[src/source/seq_pkg.sv]
// rv32 sequencer definitions
package seq_pkg;

    typedef logic [31:0] xlen_t;
    typedef logic [6:0]  opcode_t;
    typedef logic [2:0]  funct3_t;
    typedef logic [6:0]  funct7_t;
    typedef logic [4:0]  reg_idx_t;
    typedef logic [1:0]  priv_t;

    typedef enum logic [3:0] {
        cls_load, cls_store, cls_alu_reg, cls_alu_imm, cls_jal, cls_jalr, cls_branch,
        cls_lui, cls_auipc, cls_fence, cls_mret, cls_ecall, cls_nop, cls_illegal
    } instr_class_t;

    typedef enum logic [4:0] {
        st_fetch, st_decode, st_mem_addr, st_mem_read, st_mem_wb, st_mem_write,
        st_exec_r, st_exec_i, st_alu_wb, st_jal_s, st_jalr_s, st_branch_s,
        st_lui_s, st_auipc_s, st_mret0, st_mret1, st_trap0, st_trap1
    } state_t;

    typedef enum logic [2:0] {
        trap_none, trap_irq, trap_illegal, trap_ecall, trap_load_misaligned,
        trap_store_misaligned, trap_load_fault, trap_store_fault
    } trap_kind_t;

    typedef enum logic [1:0] {src_a_pc, src_a_old_pc, src_a_rs1_buf} alu_src_a_t;
    typedef enum logic [1:0] {src_b_rs2_buf, src_b_imm_ext, src_b_const_4} alu_src_b_t;
    typedef enum logic [2:0] {
        alu_add, alu_arith_logic, alu_branch, alu_lui, alu_auipc
    } alu_op_t;
    typedef enum logic [1:0] {res_alu_out, res_data, res_alu_result} result_src_t;
    typedef enum logic [2:0] {imm_r, imm_i, imm_s, imm_b, imm_u, imm_j} imm_src_t;

    // major opcodes
    localparam opcode_t opc_load    = 7'b000_0011;
    localparam opcode_t opc_store   = 7'b010_0011;
    localparam opcode_t opc_alu_reg = 7'b011_0011;
    localparam opcode_t opc_alu_imm = 7'b001_0011;
    localparam opcode_t opc_jal     = 7'b110_1111;
    localparam opcode_t opc_jalr    = 7'b110_0111;
    localparam opcode_t opc_branch  = 7'b110_0011;
    localparam opcode_t opc_lui     = 7'b011_0111;
    localparam opcode_t opc_auipc   = 7'b001_0111;
    localparam opcode_t opc_fence   = 7'b000_1111;
    localparam opcode_t opc_system  = 7'b111_0011;

    localparam funct3_t  funct3_priv  = 3'b000;  // ecall, mret
    localparam funct7_t  funct7_ecall = 7'b000_0000;
    localparam funct7_t  funct7_mret  = 7'b001_1000;
    localparam funct7_t  funct7_alt   = 7'b010_0000;  // sub, sra
    localparam reg_idx_t rs2_ecall    = 5'b00000;
    localparam reg_idx_t rs2_mret     = 5'b00010;

    localparam xlen_t cause_illegal          = 32'd2;
    localparam xlen_t cause_load_misaligned  = 32'd4;
    localparam xlen_t cause_load_fault       = 32'd5;
    localparam xlen_t cause_store_misaligned = 32'd6;
    localparam xlen_t cause_store_fault      = 32'd7;
    localparam xlen_t cause_ecall_base       = 32'd8;  // plus privilege mode
    localparam xlen_t cause_msi              = 32'h8000_0003;
    localparam xlen_t cause_mti              = 32'h8000_0007;

    localparam int unsigned mstatus_mie_bit = 3;
    localparam int unsigned mip_msip_bit    = 3;
    localparam int unsigned mip_mtip_bit    = 7;

endpackage

[src/source/instr_decode.sv]
// instruction classifier
`timescale 1ns/10ps

module instr_decode import seq_pkg::*; (
    input  opcode_t      op,
    input  funct3_t      funct3,
    input  funct7_t      funct7,
    input  reg_idx_t     rs1,
    input  reg_idx_t     rs2,
    input  reg_idx_t     rd,
    output instr_class_t instr_class,
    output imm_src_t     imm_src
);
    logic sys_base;  // funct3 and both register fields zero
    logic is_ecall;
    logic is_mret;
    logic alu_reg_ok;

    assign sys_base = (funct3 == funct3_priv) && (rs1 == '0) && (rd == '0);
    assign is_ecall = sys_base && (funct7 == funct7_ecall) && (rs2 == rs2_ecall);
    assign is_mret  = sys_base && (funct7 == funct7_mret) && (rs2 == rs2_mret);

    // only add/sub and srl/sra use the alternate funct7
    assign alu_reg_ok = (funct7 == '0) ||
                        ((funct7 == funct7_alt) && (funct3 == 3'd0 || funct3 == 3'd5));

    always_comb begin
        case (op)
            opc_load:    instr_class = (funct3 == 3'd3 || funct3[2:1] == 2'b11) ?
                                       cls_illegal : cls_load;
            opc_store:   instr_class = (funct3[2] || funct3 == 3'd3) ? cls_illegal : cls_store;
            opc_alu_reg: instr_class = alu_reg_ok ? cls_alu_reg : cls_illegal;
            opc_alu_imm: instr_class = cls_alu_imm;
            opc_jal:     instr_class = cls_jal;
            opc_jalr:    instr_class = (funct3 == 3'd0) ? cls_jalr : cls_illegal;
            opc_branch:  instr_class = (funct3[2:1] == 2'b01) ? cls_illegal : cls_branch;
            opc_lui:     instr_class = cls_lui;
            opc_auipc:   instr_class = cls_auipc;
            opc_fence:   instr_class = cls_fence;
            opc_system:  instr_class = is_ecall ? cls_ecall : (is_mret ? cls_mret : cls_illegal);
            7'b000_0000: instr_class = cls_nop;
            default:     instr_class = cls_illegal;
        endcase
    end

    always_comb begin
        case (instr_class)
            cls_alu_reg:          imm_src = imm_r;
            cls_store:            imm_src = imm_s;
            cls_branch:           imm_src = imm_b;
            cls_lui, cls_auipc:   imm_src = imm_u;
            cls_jal:              imm_src = imm_j;
            default:              imm_src = imm_i;  // loads, alu imm, jalr
        endcase
    end

endmodule

[src/source/trap_unit.sv]
// trap cause and interrupt logic
`timescale 1ns/10ps

module trap_unit import seq_pkg::*; (
    input  trap_kind_t trap_kind,
    input  priv_t      privilege_mode,
    input  xlen_t      mie,
    input  xlen_t      mip,
    input  xlen_t      mstatus,
    output logic       irq_pending,
    output logic       exception_event,
    output xlen_t      cause,
    output xlen_t      badaddr
);
    logic mtip_on;
    logic msip_on;

    // enable bits in mie share the mip positions
    assign mtip_on = mstatus[mstatus_mie_bit] & mip[mip_mtip_bit] & mie[mip_mtip_bit];
    assign msip_on = mstatus[mstatus_mie_bit] & mip[mip_msip_bit] & mie[mip_msip_bit];

    assign irq_pending     = mtip_on | msip_on;
    assign exception_event = (trap_kind != trap_none);

    always_comb begin
        cause   = '0;
        badaddr = '1;  // no real faulting address here
        case (trap_kind)
            trap_irq: begin
                cause   = mtip_on ? cause_mti : cause_msi;  // timer first
                badaddr = '0;
            end
            trap_ecall: begin
                cause   = {cause_ecall_base[31:2], privilege_mode};
                badaddr = '0;
            end
            trap_illegal:          cause = cause_illegal;
            trap_load_misaligned:  cause = cause_load_misaligned;
            trap_store_misaligned: cause = cause_store_misaligned;
            trap_load_fault:       cause = cause_load_fault;
            trap_store_fault:      cause = cause_store_fault;
            default:               badaddr = '0;
        endcase
    end

endmodule

[src/source/main_ctrl.sv]
// multicycle sequencer state machine
`timescale 1ns/10ps

module main_ctrl import seq_pkg::*; (
    input  logic         clk,
    input  logic         rst_n,
    input  instr_class_t instr_class,
    input  logic         irq_pending,
    input  logic         mem_ready,
    input  logic         unaligned_load,
    input  logic         unaligned_store,
    input  logic         access_fault,
    output state_t       state,
    output trap_kind_t   trap_kind,
    output trap_kind_t   trap_held  // kind of the trap in progress, read in trap1
);
    state_t     next_state;
    trap_kind_t next_kind;
    trap_kind_t kind_q;

    always_ff @(posedge clk) begin
        if (!rst_n) begin
            state  <= st_fetch;
            kind_q <= trap_none;
        end else begin
            state <= next_state;
            if (next_state == st_trap0)
                kind_q <= next_kind;  // trap0 is only entered from decode or mem_addr
        end
    end

    always_comb begin
        next_state = st_fetch;
        next_kind  = trap_none;
        case (state)
            st_fetch:    next_state = mem_ready ? st_decode : st_fetch;
            st_decode: begin
                if (irq_pending) begin  // interrupt beats the instruction
                    next_state = st_trap0;
                    next_kind  = trap_irq;
                end else begin
                    case (instr_class)
                        cls_load, cls_store: next_state = st_mem_addr;
                        cls_alu_reg:         next_state = st_exec_r;
                        cls_alu_imm:         next_state = st_exec_i;
                        cls_jal:             next_state = st_jal_s;
                        cls_jalr:            next_state = st_jalr_s;
                        cls_branch:          next_state = st_branch_s;
                        cls_lui:             next_state = st_lui_s;
                        cls_auipc:           next_state = st_auipc_s;
                        cls_mret:            next_state = st_mret0;
                        cls_fence, cls_nop:  next_state = st_fetch;
                        cls_ecall: begin
                            next_state = st_trap0;
                            next_kind  = trap_ecall;
                        end
                        default: begin
                            next_state = st_trap0;
                            next_kind  = trap_illegal;
                        end
                    endcase
                end
            end
            st_mem_addr: begin
                // access fault outranks misalignment
                if (instr_class == cls_store) begin
                    next_kind  = access_fault ? trap_store_fault :
                                 (unaligned_store ? trap_store_misaligned : trap_none);
                    next_state = (next_kind == trap_none) ? st_mem_write : st_trap0;
                end else begin
                    next_kind  = access_fault ? trap_load_fault :
                                 (unaligned_load ? trap_load_misaligned : trap_none);
                    next_state = (next_kind == trap_none) ? st_mem_read : st_trap0;
                end
            end
            st_mem_read:  next_state = mem_ready ? st_mem_wb : st_mem_read;
            st_mem_write: next_state = mem_ready ? st_fetch : st_mem_write;
            st_exec_r, st_exec_i, st_lui_s, st_auipc_s, st_jal_s: next_state = st_alu_wb;
            st_jalr_s:    next_state = st_jal_s;  // target first, then link
            st_mret0:     next_state = st_mret1;
            st_trap0:     next_state = st_trap1;
            default:      next_state = st_fetch;  // mem_wb, alu_wb, branch_s, mret1, trap1
        endcase
    end

    assign trap_kind = (state == st_trap0) ? kind_q : trap_none;
    assign trap_held = kind_q;

endmodule

[src/source/ctrl_outputs.sv]
// per-state datapath controls
`timescale 1ns/10ps

module ctrl_outputs import seq_pkg::*; (
    input  state_t      state,
    input  logic        mem_ready,
    input  logic        zero,
    input  trap_kind_t  trap_kind,
    output logic        adr_src,  // 0 pc, 1 alu result
    output logic        fetched_instr,
    output logic        incr_inst_retired,
    output alu_src_a_t  alu_src_a,
    output alu_src_b_t  alu_src_b,
    output alu_op_t     alu_op,
    output result_src_t result_src,
    output logic        pc_update,
    output logic        branch,
    output logic        reg_write,
    output logic        mem_write,
    output logic        mem_valid,
    output logic        alu_out_write,
    output logic        mret
);

    assign alu_out_write = !mem_valid;

    always_comb begin
        adr_src           = 1'b0;
        fetched_instr     = 1'b0;
        incr_inst_retired = 1'b0;
        alu_src_a         = src_a_pc;
        alu_src_b         = src_b_rs2_buf;
        alu_op            = alu_add;
        result_src        = res_alu_out;
        pc_update         = 1'b0;
        branch            = 1'b0;
        reg_write         = 1'b0;
        mem_write         = 1'b0;
        mem_valid         = 1'b0;
        mret              = 1'b0;
        case (state)
            st_fetch: begin
                // pc <- pc + 4 as the word arrives
                mem_valid     = 1'b1;
                alu_src_b     = src_b_const_4;
                result_src    = res_alu_result;
                fetched_instr = mem_ready;
                pc_update     = mem_ready;
            end
            st_decode: begin
                alu_src_a = src_a_old_pc;  // branch and jal target
                alu_src_b = src_b_imm_ext;
            end
            st_mem_addr, st_jalr_s: begin
                alu_src_a = src_a_rs1_buf;
                alu_src_b = src_b_imm_ext;
            end
            st_mem_read: begin
                mem_valid = 1'b1;
                adr_src   = 1'b1;
            end
            st_mem_wb: begin
                mem_valid         = 1'b1;
                result_src        = res_data;
                reg_write         = 1'b1;
                incr_inst_retired = 1'b1;
            end
            st_mem_write: begin
                mem_valid         = 1'b1;
                adr_src           = 1'b1;
                mem_write         = 1'b1;
                incr_inst_retired = mem_ready;
            end
            st_exec_r: begin
                alu_src_a = src_a_rs1_buf;
                alu_op    = alu_arith_logic;
            end
            st_exec_i: begin
                alu_src_a = src_a_rs1_buf;
                alu_src_b = src_b_imm_ext;
                alu_op    = alu_arith_logic;
            end
            st_alu_wb: begin
                mem_valid         = 1'b1;
                reg_write         = 1'b1;
                incr_inst_retired = 1'b1;
            end
            st_jal_s: begin
                alu_src_a = src_a_old_pc;  // link value old pc + 4
                alu_src_b = src_b_const_4;
                pc_update = 1'b1;
            end
            st_branch_s: begin
                alu_src_a         = src_a_rs1_buf;
                alu_op            = alu_branch;
                branch            = 1'b1;
                mem_valid         = zero;
                incr_inst_retired = 1'b1;
            end
            st_lui_s: begin
                alu_src_b = src_b_imm_ext;
                alu_op    = alu_lui;
            end
            st_auipc_s: begin
                alu_src_a = src_a_old_pc;
                alu_src_b = src_b_imm_ext;
                alu_op    = alu_auipc;
            end
            st_mret0: mret = 1'b1;
            st_mret1: begin
                pc_update         = 1'b1;
                incr_inst_retired = 1'b1;
            end
            st_trap1: begin
                pc_update         = 1'b1;  // jump to handler
                incr_inst_retired = (trap_kind != trap_irq);
            end
            default: ;  // trap0 reports through the trap unit
        endcase
    end

endmodule

[src/source/seq_top.sv]
// rv32 control sequencer top
`timescale 1ns/10ps

module seq_top import seq_pkg::*; (
    input  logic        clk,
    input  logic        rst_n,
    input  opcode_t     op,
    input  funct3_t     funct3,
    input  funct7_t     funct7,
    input  reg_idx_t    rs1,
    input  reg_idx_t    rs2,
    input  reg_idx_t    rd,
    input  logic        zero,
    input  logic        mem_ready,
    input  logic        unaligned_load,
    input  logic        unaligned_store,
    input  logic        access_fault,
    input  priv_t       privilege_mode,
    input  xlen_t       mie,
    input  xlen_t       mip,
    input  xlen_t       mstatus,
    output logic        adr_src,
    output logic        fetched_instr,
    output logic        incr_inst_retired,
    output alu_src_a_t  alu_src_a,
    output alu_src_b_t  alu_src_b,
    output alu_op_t     alu_op,
    output result_src_t result_src,
    output imm_src_t    imm_src,
    output logic        pc_update,
    output logic        branch,
    output logic        reg_write,
    output logic        mem_write,
    output logic        mem_valid,
    output logic        alu_out_write,
    output logic        exception_event,
    output xlen_t       cause,
    output xlen_t       badaddr,
    output logic        mret
);
    instr_class_t instr_class;
    logic         irq_pending;
    state_t       state;
    trap_kind_t   trap_kind;
    trap_kind_t   trap_held;

    instr_decode decode_i (
        .op          (op),
        .funct3      (funct3),
        .funct7      (funct7),
        .rs1         (rs1),
        .rs2         (rs2),
        .rd          (rd),
        .instr_class (instr_class),
        .imm_src     (imm_src)
    );

    trap_unit trap_i (
        .trap_kind       (trap_kind),
        .privilege_mode  (privilege_mode),
        .mie             (mie),
        .mip             (mip),
        .mstatus         (mstatus),
        .irq_pending     (irq_pending),
        .exception_event (exception_event),
        .cause           (cause),
        .badaddr         (badaddr)
    );

    main_ctrl ctrl_i (
        .clk             (clk),
        .rst_n           (rst_n),
        .instr_class     (instr_class),
        .irq_pending     (irq_pending),
        .mem_ready       (mem_ready),
        .unaligned_load  (unaligned_load),
        .unaligned_store (unaligned_store),
        .access_fault    (access_fault),
        .state           (state),
        .trap_kind       (trap_kind),
        .trap_held       (trap_held)
    );

    // held trap kind lets trap1 skip retire for interrupts
    ctrl_outputs outputs_i (
        .state             (state),
        .mem_ready         (mem_ready),
        .zero              (zero),
        .trap_kind         (trap_held),
        .adr_src           (adr_src),
        .fetched_instr     (fetched_instr),
        .incr_inst_retired (incr_inst_retired),
        .alu_src_a         (alu_src_a),
        .alu_src_b         (alu_src_b),
        .alu_op            (alu_op),
        .result_src        (result_src),
        .pc_update         (pc_update),
        .branch            (branch),
        .reg_write         (reg_write),
        .mem_write         (mem_write),
        .mem_valid         (mem_valid),
        .alu_out_write     (alu_out_write),
        .mret              (mret)
    );

endmodule

[config.mk]
export PLATFORM = sky130hd
export DESIGN_NAME = seq_top
export DESIGN_NICKNAME = d
export VERILOG_FILES = /design/src/source/seq_pkg.sv /design/src/source/instr_decode.sv /design/src/source/trap_unit.sv /design/src/source/main_ctrl.sv /design/src/source/ctrl_outputs.sv /design/src/source/seq_top.sv
export SDC_FILE = /design/constraint.sdc
export NUM_CORES = 1
export LEC_CHECK = 0
export BUFFER_PORTS_ARGS = -buffer_cell sky130_fd_sc_hd__buf_2
export CORE_AREA = 2 2 88 90
export DETAILED_ROUTE_END_ITERATION = 8
export DIE_AREA = 0 0 90 92
export MAX_ROUTING_LAYER = met4
export PLACE_DENSITY = 0.71
export SLEW_MARGIN = 20
export SYNTH_ARGS = -nofsm -noshare
export SYNTH_HDL_FRONTEND = slang
export SYNTH_SLANG_ARGS = --single-unit
[constraint.sdc]
create_clock -name clk -period 7.3 [get_ports clk]
set_clock_uncertainty 0.05 [all_clocks]
set_input_delay 1.46 -clock clk [delete_from_list [all_inputs] [get_ports clk]]
set_output_delay 1.46 -clock clk [all_outputs]
set_load 0.01 [all_outputs]
==> flow_metrics.tcl, run 1 <==
set metrics [dict create \
    status "finished clean" \
    cts-resized-gates 0 \
    start_kind "primary input" \
    wl_per_cell_um 11.9 \
    syn_to_final_growth_pct 10.6 \
    dieWidth_um 90 \
    min_path_type "reg2reg" \
    grt_pass1_vias 2016 \
    rows 32 \
    grt_overflow 0 \
    min_to "ctrl_i.trap_held[0]" \
    cts.sinks 8 \
    ys_seq_area_share_pct 7.15 \
    post_cts_buffers 0 \
    cts_tree "yes" \
    hold_depth 2 \
    finalHoldViolCount 0 \
    diodes 0 \
    holdWs_ps 485 \
    r2r_setup_slack_ps 4680 \
    ant_nets 0 \
    initial_utilization_pct 30.1 \
    dp_hpwl_mm 4.59 \
    ys.flop_type "dfxtp_1" \
    synth-edff-count 0 \
    synthTopCellsByArea "buf_4, dfxtp_1, a21oi_1, nor2_1, nand2_1" \
    cts_buffers 3 \
    crit_fanout 19 \
    h-tree-depth 1 \
    ios 224 \
    syn_inst 328 \
    power_density_nw_per_um2 92.4 \
    end_kind "output pin" \
    core_um2 7450 \
    io_buffers 105 \
    synthArstFlopShare_pct 0 \
    crit_type "in2out" \
    ys_ff_latch 8 \
    clk_latency_ps 220 \
    maxCapViolCount 0 \
    drc_errors 0 \
    worstHoldStart "ctrl_i.trap_held[0]" \
    final_nets 524 \
    r2r-end "ctrl_i.trap_held[0]" \
    worstRegToRegCells 9 \
    num-fill-cells 838 \
    dr.pass1.iters 4 \
    layout-drive-gt1-share_pct 33.5 \
    max-slew-margin-rel_pct 50.7 \
    synth.distinct_cells 73 \
    grt_pass1_wl_mm 9.31 \
    fmax_mhz 196 \
    clkTransAtPathRegs_ps 40 \
    cts_hold_buf 0 \
    yosysTopAreaCell "buf_4" \
    leakagePower_nw 1.18 \
    drt_iter0_drc 106 \
    ir_drop_uv 52.4 \
    crit_required_ps 5790 \
    worstPathArrival_ps 3590 \
    synth_top_cell_area_share_pct 20.1 \
    antenna_found_initial 0 \
    ys_warn_count 0 \
    vias 2419 \
    die_y_um 92 \
    grt_start_max_net_pins 33 \
    dieArea_um2 8280 \
    routed_via_density 4.97 \
    gp_congestion 0.898 \
    tns_ps 0 \
    period_share_pct 69.9 \
    syn_area_um2 2240 \
    clockBufferDepth 2 \
    r2r-start "ctrl_i.state[0]" \
    setup_viol 0 \
    grt_usage_pct 13.3 \
    slew_violations 0 \
    avgSynthCellArea_um2 6.83 \
    tightest_slew_ps 739 \
    wl_mm 5.79 \
    rsz0062_at_grt "false" \
    fin_util_pct 33.3 \
    cts-root-buf "clkbuf_8" \
    period_needed_ps 5100 \
]
[routing by layer]
metal | routed length, um | track usage, %
met3 | 421 | 1.23
met4 | 116 | 3.97
met1 | 2540 | 18.0
met2 | 2710 | 21.1
met5 | 0 | -
[report_power, final]
group | internal, mW | switching, mW
Sequential | 0.0471 | 0.00782
Clock | 0.0356 | 0.0159
Combinational | 0.0472 | 0.0756
Total | 0.130 | 0.0993
[through the flow]
step / total power, mW / cell area (um2) / setup slack, ps / cells
after floorplan: 0.158 / 2340 / 2700 / 354
after global placement: 0.174 / 2430 / 2260 / 484
after detailed placement: 0.177 / 2430 / 2270 / 484
after CTS: 0.229 / 2480 / 2260 / 487
after global routing: 0.246 / 2480 / 1960 / 487
final: 0.229 / 2480 / 2200 / 487
[cell type report]
type                            instances  area [um2]  share of cell area (%)
Multi-Input combinational cell        260        1590                    64.2
Timing Repair Buffer                  105         526                    21.2
Sequential cell                         8         160                    6.46
Tap cell                              102         128                    5.15
Clock buffer                            3        41.3                    1.67
Inverter                                9        33.8                    1.36
[Yosys cell counts (all sizes together), types with 2 or more instances]
| master | count |
|---|---|
| nor2b | 6 |
| nand2 | 21 |
| o2111ai | 2 |
| and3b | 5 |
| o22ai | 4 |
| a211oi | 4 |
| nand2b | 12 |
| a31oi | 5 |
| or2 | 2 |
| nor2 | 29 |
| xor2 | 5 |
| nor3 | 14 |
| and3 | 7 |
| and2 | 3 |
| nor4 | 10 |
| or3 | 3 |
| buf | 70 |
| a31o | 2 |
| a21o | 2 |
| clkbuf | 7 |
| nand4 | 3 |
| a22oi | 2 |
| or3b | 3 |
| o21ai | 15 |
| xnor2 | 2 |
| nand3 | 9 |
| nand3b | 3 |
| o211ai | 6 |
| nor3b | 3 |
| a21oi | 27 |
| and4 | 2 |
| inv | 9 |
| dfxtp | 8 |
[cell families (layout without fill, tap and decap cells)]
group	Yosys count	in the layout	share of synthesized area (%)
compound gates	82	82	25.2
xor+xnor	7	7	2.74
buf+inv	86	117	26.4
flops	8	8	7.15
mux	2	2	0.949
other cells	1	27	0.167
simple gates	142	142	37.4
[critical path: stages]
cell and delay (ps):
buf_2 270, nor2b_1 290, a21oi_1 60, a2111oi_0 620
a21oi_1 320, xor2_1 220, a31oi_1 180, buf_2 160
[layout by cell type (no fill, tap or decap), types with 7 or more instances in the layout]
cell type / instances
conb_1: 27
a21oi_1: 27
nor4_1: 9
nand2b_1: 12
nand2_1: 21
and3_1: 7
nand3_1: 9
dfxtp_1: 8
buf_2: 105
nor2_1: 28
o21ai_0: 12
nor3_1: 13
inv_1: 9
[worst max-delay path by stage]
stage	endpoint	start	depth (start not counted)
floorplan	imm_src[0]	op[4]	7
global placement	imm_src[0]	op[5]	8
detailed placement	imm_src[0]	op[4]	8
CTS	imm_src[0]	op[4]	8
global route	imm_src[0]	op[4]	8
finish	imm_src[0]	op[4]	8
[flip-flops by register name, summed over array words and instances (netlist names)]
signal            cells
ctrl_i.state          5
ctrl_i.trap_held      3
(Power assumes the default switching activity.)
==> run 2: changes to the inputs <==
--- a/config.mk
+++ b/config.mk
@@ -6,11 +6,11 @@
 export NUM_CORES = 1
 export LEC_CHECK = 0
 export BUFFER_PORTS_ARGS = -buffer_cell sky130_fd_sc_hd__buf_2
-export CORE_AREA = 2 2 88 90
+export CORE_AREA = 2 2 86 88
 export DETAILED_ROUTE_END_ITERATION = 8
-export DIE_AREA = 0 0 90 92
+export DIE_AREA = 0 0 88 90
 export MAX_ROUTING_LAYER = met4
-export PLACE_DENSITY = 0.71
+export PLACE_DENSITY = 0.73
 export SLEW_MARGIN = 20
 export SYNTH_ARGS = -nofsm -noshare
 export SYNTH_HDL_FRONTEND = slang
==> constraint.sdc (replaced) <==
create_clock -name clk -period 4.8 [get_ports clk]
set_clock_uncertainty 0.05 [all_clocks]
set_input_delay 0.96 -clock clk [delete_from_list [all_inputs] [get_ports clk]]
set_output_delay 0.96 -clock clk [all_outputs]
set_load 0.01 [all_outputs]
==> run 2 against run 1 <==
Net effect: worst hold slack better by 3.0 ps; via count down 0.74%; combinational power up 51%; final cell count down 0.41%; first-iteration DRC count up 2.8%; die area down 4.3%; sequential share of layout area about the same; critical path type unchanged; largest power group unchanged; highest routed layer unchanged.
==> flow_metrics.tcl, run 2 (synthesis results as in run 1) <==
set metrics [dict create \
    period_needed_ps 4100 \
    p_sw_share_pct 43.0 \
    crit_required_ps 3790 \
    dr.pass1.iters 4 \
    p_seq_share_pct 24.1 \
    cts-root-buf "clkbuf_8" \
    worstRegToRegCells 9 \
    slowest_stage "a2111oi_0" \
    end_kind "output pin" \
    die_y_um 90 \
    pwr-share-clk_pct 22.3 \
    dp_hpwl_mm 4.50 \
    cts_hold_buf 0 \
    path_cells "buf_2 -> and3b_1 -> a21oi_1 -> a2111oi_0 -> a21oi_1 -> xor2_1 -> a31oi_1 -> buf_2" \
    antenna_found_initial 0 \
    cts.sinks 8 \
    clockBufferDepth 2 \
    path_delay_family "compound AO/OA/AOI/OAI gates" \
    grt_usage_pct 14.2 \
    drc_errors 0 \
    slew_violations 0 \
    ant_nets 0 \
    leakagePower_nw 1.18 \
    p_sw_uw 149 \
    fin_util_pct 35.3 \
    dieWidth_um 88 \
    wl_mm 5.70 \
    min_path_type "reg2reg" \
    max-slew-margin-rel_pct 53.1 \
    largest_register_ffs 5 \
    cts_tree "yes" \
    worstPathArrival_ps 3090 \
    rows 31 \
    diodes 0 \
    post_cts_buffers 0 \
    start_kind "primary input" \
    rsz0062_at_grt "false" \
    power_density_nw_per_um2 140 \
    final_nets 525 \
    period_share_pct 85.4 \
    layout_setup_ws_ps 699 \
    path_depth 8 \
    ios 224 \
    dieArea_um2 7920 \
    final_cell_mix "buf_2, nor2_1, a21oi_1, conb_1, nand2_1" \
    tns_ps 0 \
    grt_pass1_wl_mm 9.45 \
    cts-resized-gates 0 \
    ir_drop_uv 62.0 \
    setup_viol 0 \
    crit_fanout 18 \
    status "finished clean" \
    clkTransAtPathRegs_ps 40 \
    gp_congestion 0.877 \
    initial_utilization_pct 31.9 \
    grt_start_max_net_pins 33 \
    regMostFlops "ctrl_i.state" \
    routed_via_density 4.95 \
    vias 2401 \
    timing.critical_path.buf_inv 2 \
    syn_to_final_growth_pct 10.7 \
    cp_slowest_stage_delay_ps 640 \
    core_um2 7020 \
    fmax_mhz 244 \
    internal-power_uw 198 \
    tightest_slew_ps 686 \
    cts_buffers 3 \
    grt_overflow 0 \
    place_ws_ps 757 \
    finalHoldViolCount 0 \
    hold_depth 2 \
    layout-drive-gt1-share_pct 33.4 \
    drt_iter0_drc 109 \
    grt_pass1_vias 2024 \
    p_comb_share_pct 53.6 \
    maxCapViolCount 0 \
    layout_commonest_cell "buf_2" \
    crit_type "in2out" \
    wl_per_cell_um 11.7 \
    clk_latency_ps 220 \
    h-tree-depth 1 \
    io_buffers 105 \
]
-- run 2: cell types whose count changed in the layout (fill, tap and decap cells not counted) --
cell / delta
buf_4: +1
nor2_1: +1
nor2_2: -1
-- run 2: final cells by class --
| type | instances | area [um2] |
|---|---|---|
| Fill cell | 755 | 4540 |
| Tap cell | 99 | 124 |
| Multi-Input combinational cell | 260 | 1590 |
| Inverter | 9 | 33.8 |
| Clock buffer | 3 | 41.3 |
| Timing Repair Buffer | 106 | 533 |
| Sequential cell | 8 | 160 |
-- run 2: metrics by stage --
stage / power [mW] / instances / area (um2) / hold slack [ps]
after CTS: 0.346 / 485 / 2480 / 492
after global placement: 0.266 / 482 / 2440 / 469
final: 0.347 / 485 / 2480 / 488
after floorplan: 0.240 / 354 / 2340 / 434
after global routing: 0.376 / 485 / 2480 / 523
after detailed placement: 0.269 / 482 / 2440 / 487
-- run 2: tightest hold or removal path, cell delays in order, from the launching register on --
cell	delay [ps]
dfxtp_1	350
nand2_1	80
mux2i_1	60
-- run 2: path summary, 6_finish.rpt --
check / start / endpoint / slack (ps)
max: op[5] / imm_src[0] / 700
min: ctrl_i.trap_held[0] / ctrl_i.trap_held[0] / 490
max reg2reg: ctrl_i.state[0] / ctrl_i.trap_held[0] / 2200
min reg2reg: ctrl_i.trap_held[0] / ctrl_i.trap_held[0] / 490
-- run 2: metal layers --
metal	part of all wire [%]	wire length [um]	up-vias	track usage [%]
met1	46	2610	1067	20.5
met2	46	2620	108	21.2
met5	0	0	-	-
met3	7.2	408	6	1.29
li1	-	-	1220	-
met4	1.2	67	0	3.72
-- run 2: power groups by stage --
| stage | sequential, mW | combinational [mW] | clock, mW |
|---|---|---|---|
| CTS | 0.0835 | 0.185 | 0.0777 |
| global route | 0.0851 | 0.207 | 0.0840 |
| finish | 0.0835 | 0.186 | 0.0775 |
| floorplan | 0.0769 | 0.163 | 0 |
| detailed placement | 0.0845 | 0.184 | 0 |
| global placement | 0.0842 | 0.182 | 0 |
==> run 3: changes to the inputs <==
--- a/config.mk
+++ b/config.mk
@@ -10,8 +10,9 @@
 export DETAILED_ROUTE_END_ITERATION = 8
 export DIE_AREA = 0 0 88 90
 export MAX_ROUTING_LAYER = met4
-export PLACE_DENSITY = 0.73
+export PLACE_DENSITY = 0.74
 export SLEW_MARGIN = 20
 export SYNTH_ARGS = -nofsm -noshare
 export SYNTH_HDL_FRONTEND = slang
+export SYNTH_HIERARCHICAL = 1
 export SYNTH_SLANG_ARGS = --single-unit
==> run 3 against run 2 <==
Net effect: die area stayed put; critical path type unchanged; via count is 1.1% lower; final cell count down 1.4%; clock power rose by 0.8%; first-iteration DRC count is 30% higher; synthesized cell count is 2.4% lower; critical path depth unchanged; design area increased by 0.55%; sequential cell count unchanged; largest cell class unchanged; global-route usage down 1.2 points; worst setup slack improved by 330 ps.
==> flow_metrics.tcl, run 3 <==
set metrics [dict create \
    status "finished clean" \
    clk_latency_ps 230 \
    tightest_slew_ps 862 \
    layout_commonest_cell "buf_2" \
    path_delay_family "simple AND/OR/NAND/NOR gates" \
    crit_fanout 11 \
    cts_hold_buf 0 \
    ir_drop_uv 62.3 \
    largest_register_ffs 5 \
    synth_top_family_by_area "simple AND/OR/NAND/NOR gates" \
    slowest_stage "or4_1" \
    initial_utilization_pct 32.1 \
    leakagePower_nw 1.20 \
    regMostFlops "ctrl_i/state" \
    slew_violations 0 \
    syn_inst 320 \
    crit_type "in2out" \
    yosysTopAreaCell "buf_4" \
    end_kind "output pin" \
    cts_tree "yes" \
    r2r-start "ctrl_i/state[0]" \
    grt_overflow 0 \
    syn_area_um2 2250 \
    dieWidth_um 88 \
    synth.distinct_cells 73 \
    period_needed_ps 3770 \
    drc_errors 0 \
    grt_pass1_vias 2038 \
    worstHoldStart "ctrl_i/trap_held[0]" \
    fmax_mhz 265 \
    clkTransAtPathRegs_ps 40 \
    cts-resized-gates 0 \
    yosys.area_share.simple_pct 39.2 \
    crit_top_cell "buf_2" \
    grt_usage_pct 13.0 \
    dp_hpwl_mm 4.24 \
    core_um2 7020 \
    synthTopCellsByArea "buf_4, dfxtp_1, nand2b_1, nor3_1, nor2_1" \
    crit_required_ps 3790 \
    wl_per_cell_um 11.3 \
    grt_start_max_net_pins 33 \
    r2r_setup_slack_ps 2650 \
    min_path_type "reg2reg" \
    path_cells "buf_2 -> nand2b_1 -> or4_1 -> o21ai_2 -> o21bai_2 -> nand2b_2 -> a22oi_2 -> buf_2" \
    drt_iter0_drc 142 \
    yosysMostFrequentCell "buf_4" \
    tns_ps 0 \
    synth_top_cell_area_share_pct 19.7 \
    routed_via_density 4.97 \
    gp_congestion 0.927 \
    start_kind "primary input" \
    yosys.area_share.xor_xnor_pct 1.95 \
    cts-root-buf "clkbuf_8" \
    fin_util_pct 35.5 \
    synth-adder-area-share_pct 0.445 \
    cts_buffers 3 \
    ios 224 \
    die_y_um 90 \
    max-slew-margin-rel_pct 42.4 \
    ys.flop_type "dfxtp_1" \
    maxCapViolCount 0 \
    finalHoldViolCount 0 \
    ys_seq_area_share_pct 7.12 \
    vias 2374 \
    grt_pass1_wl_mm 8.62 \
    synthArstFlopShare_pct 0 \
    layout-drive-gt1-share_pct 35.4 \
    ys_warn_count 6 \
    timing.critical_path.buf_inv 2 \
    h-tree-depth 1 \
    wl_mm 5.40 \
    final_cell_mix "buf_2, conb_1, nor2_1" \
    power_density_nw_per_um2 122 \
    worstRegToRegCells 3 \
    worstPathArrival_ps 2760 \
    cp_slowest_stage_delay_ps 530 \
    rows 31 \
    synth_compound_area_share_pct 23.3 \
    muxShareOfSynthArea_pct 1.78 \
    post_cts_buffers 0 \
    cts.sinks 8 \
    synth-edff-count 0 \
    ant_nets 0 \
    yosys-top-cells-count "buf_4, nor2_1, nand2_1" \
    min_to "ctrl_i/trap_held[0]" \
    dieArea_um2 7920 \
    ys_ff_latch 8 \
    rsz0062_at_grt "false" \
    syn_to_final_growth_pct 10.8 \
    final_nets 518 \
    setup_viol 0 \
    diodes 0 \
    period_share_pct 78.6 \
    dr.pass1.iters 4 \
    io_buffers 105 \
    r2r-end "ctrl_i/trap_held[2]" \
    avgSynthCellArea_um2 7.03 \
    antenna_found_initial 0 \
    clockBufferDepth 2 \
    hold_depth 2 \
]
-- run 3: how the worst max path moves through the flow --
stage,depth (start not counted),start,to
after floorplan,7,op[6],imm_src[2]
after global placement,10,funct7[1],imm_src[1]
after detailed placement,8,op[6],imm_src[2]
after CTS,10,funct7[1],imm_src[1]
after global routing,10,funct7[1],imm_src[1]
final,8,op[6],imm_src[2]
-- run 3: layer usage --
metal | vias up | track usage (%) | part of all wire (%)
met4 | 0 | 3.85 | 1.1
met5 | - | - | 0
met1 | 1078 | 14.8 | 43
met3 | 8 | 1.10 | 5.6
met2 | 89 | 23.7 | 50
li1 | 1199 | - | -
-- run 3: cell type report --
class	instances	area, um2
fill	769	4530
multi-input combinational	253	1600
timing repair buffer	106	533
sequential	8	160
tap	99	124
clock buffer	3	41.3
inverter	9	33.8
-- run 3: worst min-delay path, cell delays in order, from the launching register on --
cell	delay (ps)
dfxtp_1	310
nand2_1	60
o31ai_1	50
-- run 3: report_power, final --
group	internal [mW]	switching (mW)
clock network	0.0541	0.0240
logic	0.0619	0.0795
registers	0.0701	0.0138
-- run 3: cell families (layout without fill, tap and decap cells) --
logic type,Yosys count,count (layout)
xor gates and xnor gates,5,5
adders and majority gates,1,1
and+or+nand+nor,145,145
buffers and inverters,85,118
DFF,8,8
other,1,27
muxes,4,4
AOI/OAI and AO/OA,71,71
-- run 3: metrics by stage --
stage / cell area (um2) / power [mW] / hold WS [ps] / cells / worst slack [ps]
floorplan: 2350 / 0.201 / 394 / 346 / 1410
global placement: 2450 / 0.221 / 414 / 475 / 1050
detailed placement: 2450 / 0.225 / 419 / 475 / 1050
CTS: 2490 / 0.305 / 424 / 478 / 1020
global route: 2490 / 0.327 / 468 / 478 / 848
finish: 2490 / 0.303 / 422 / 478 / 1030
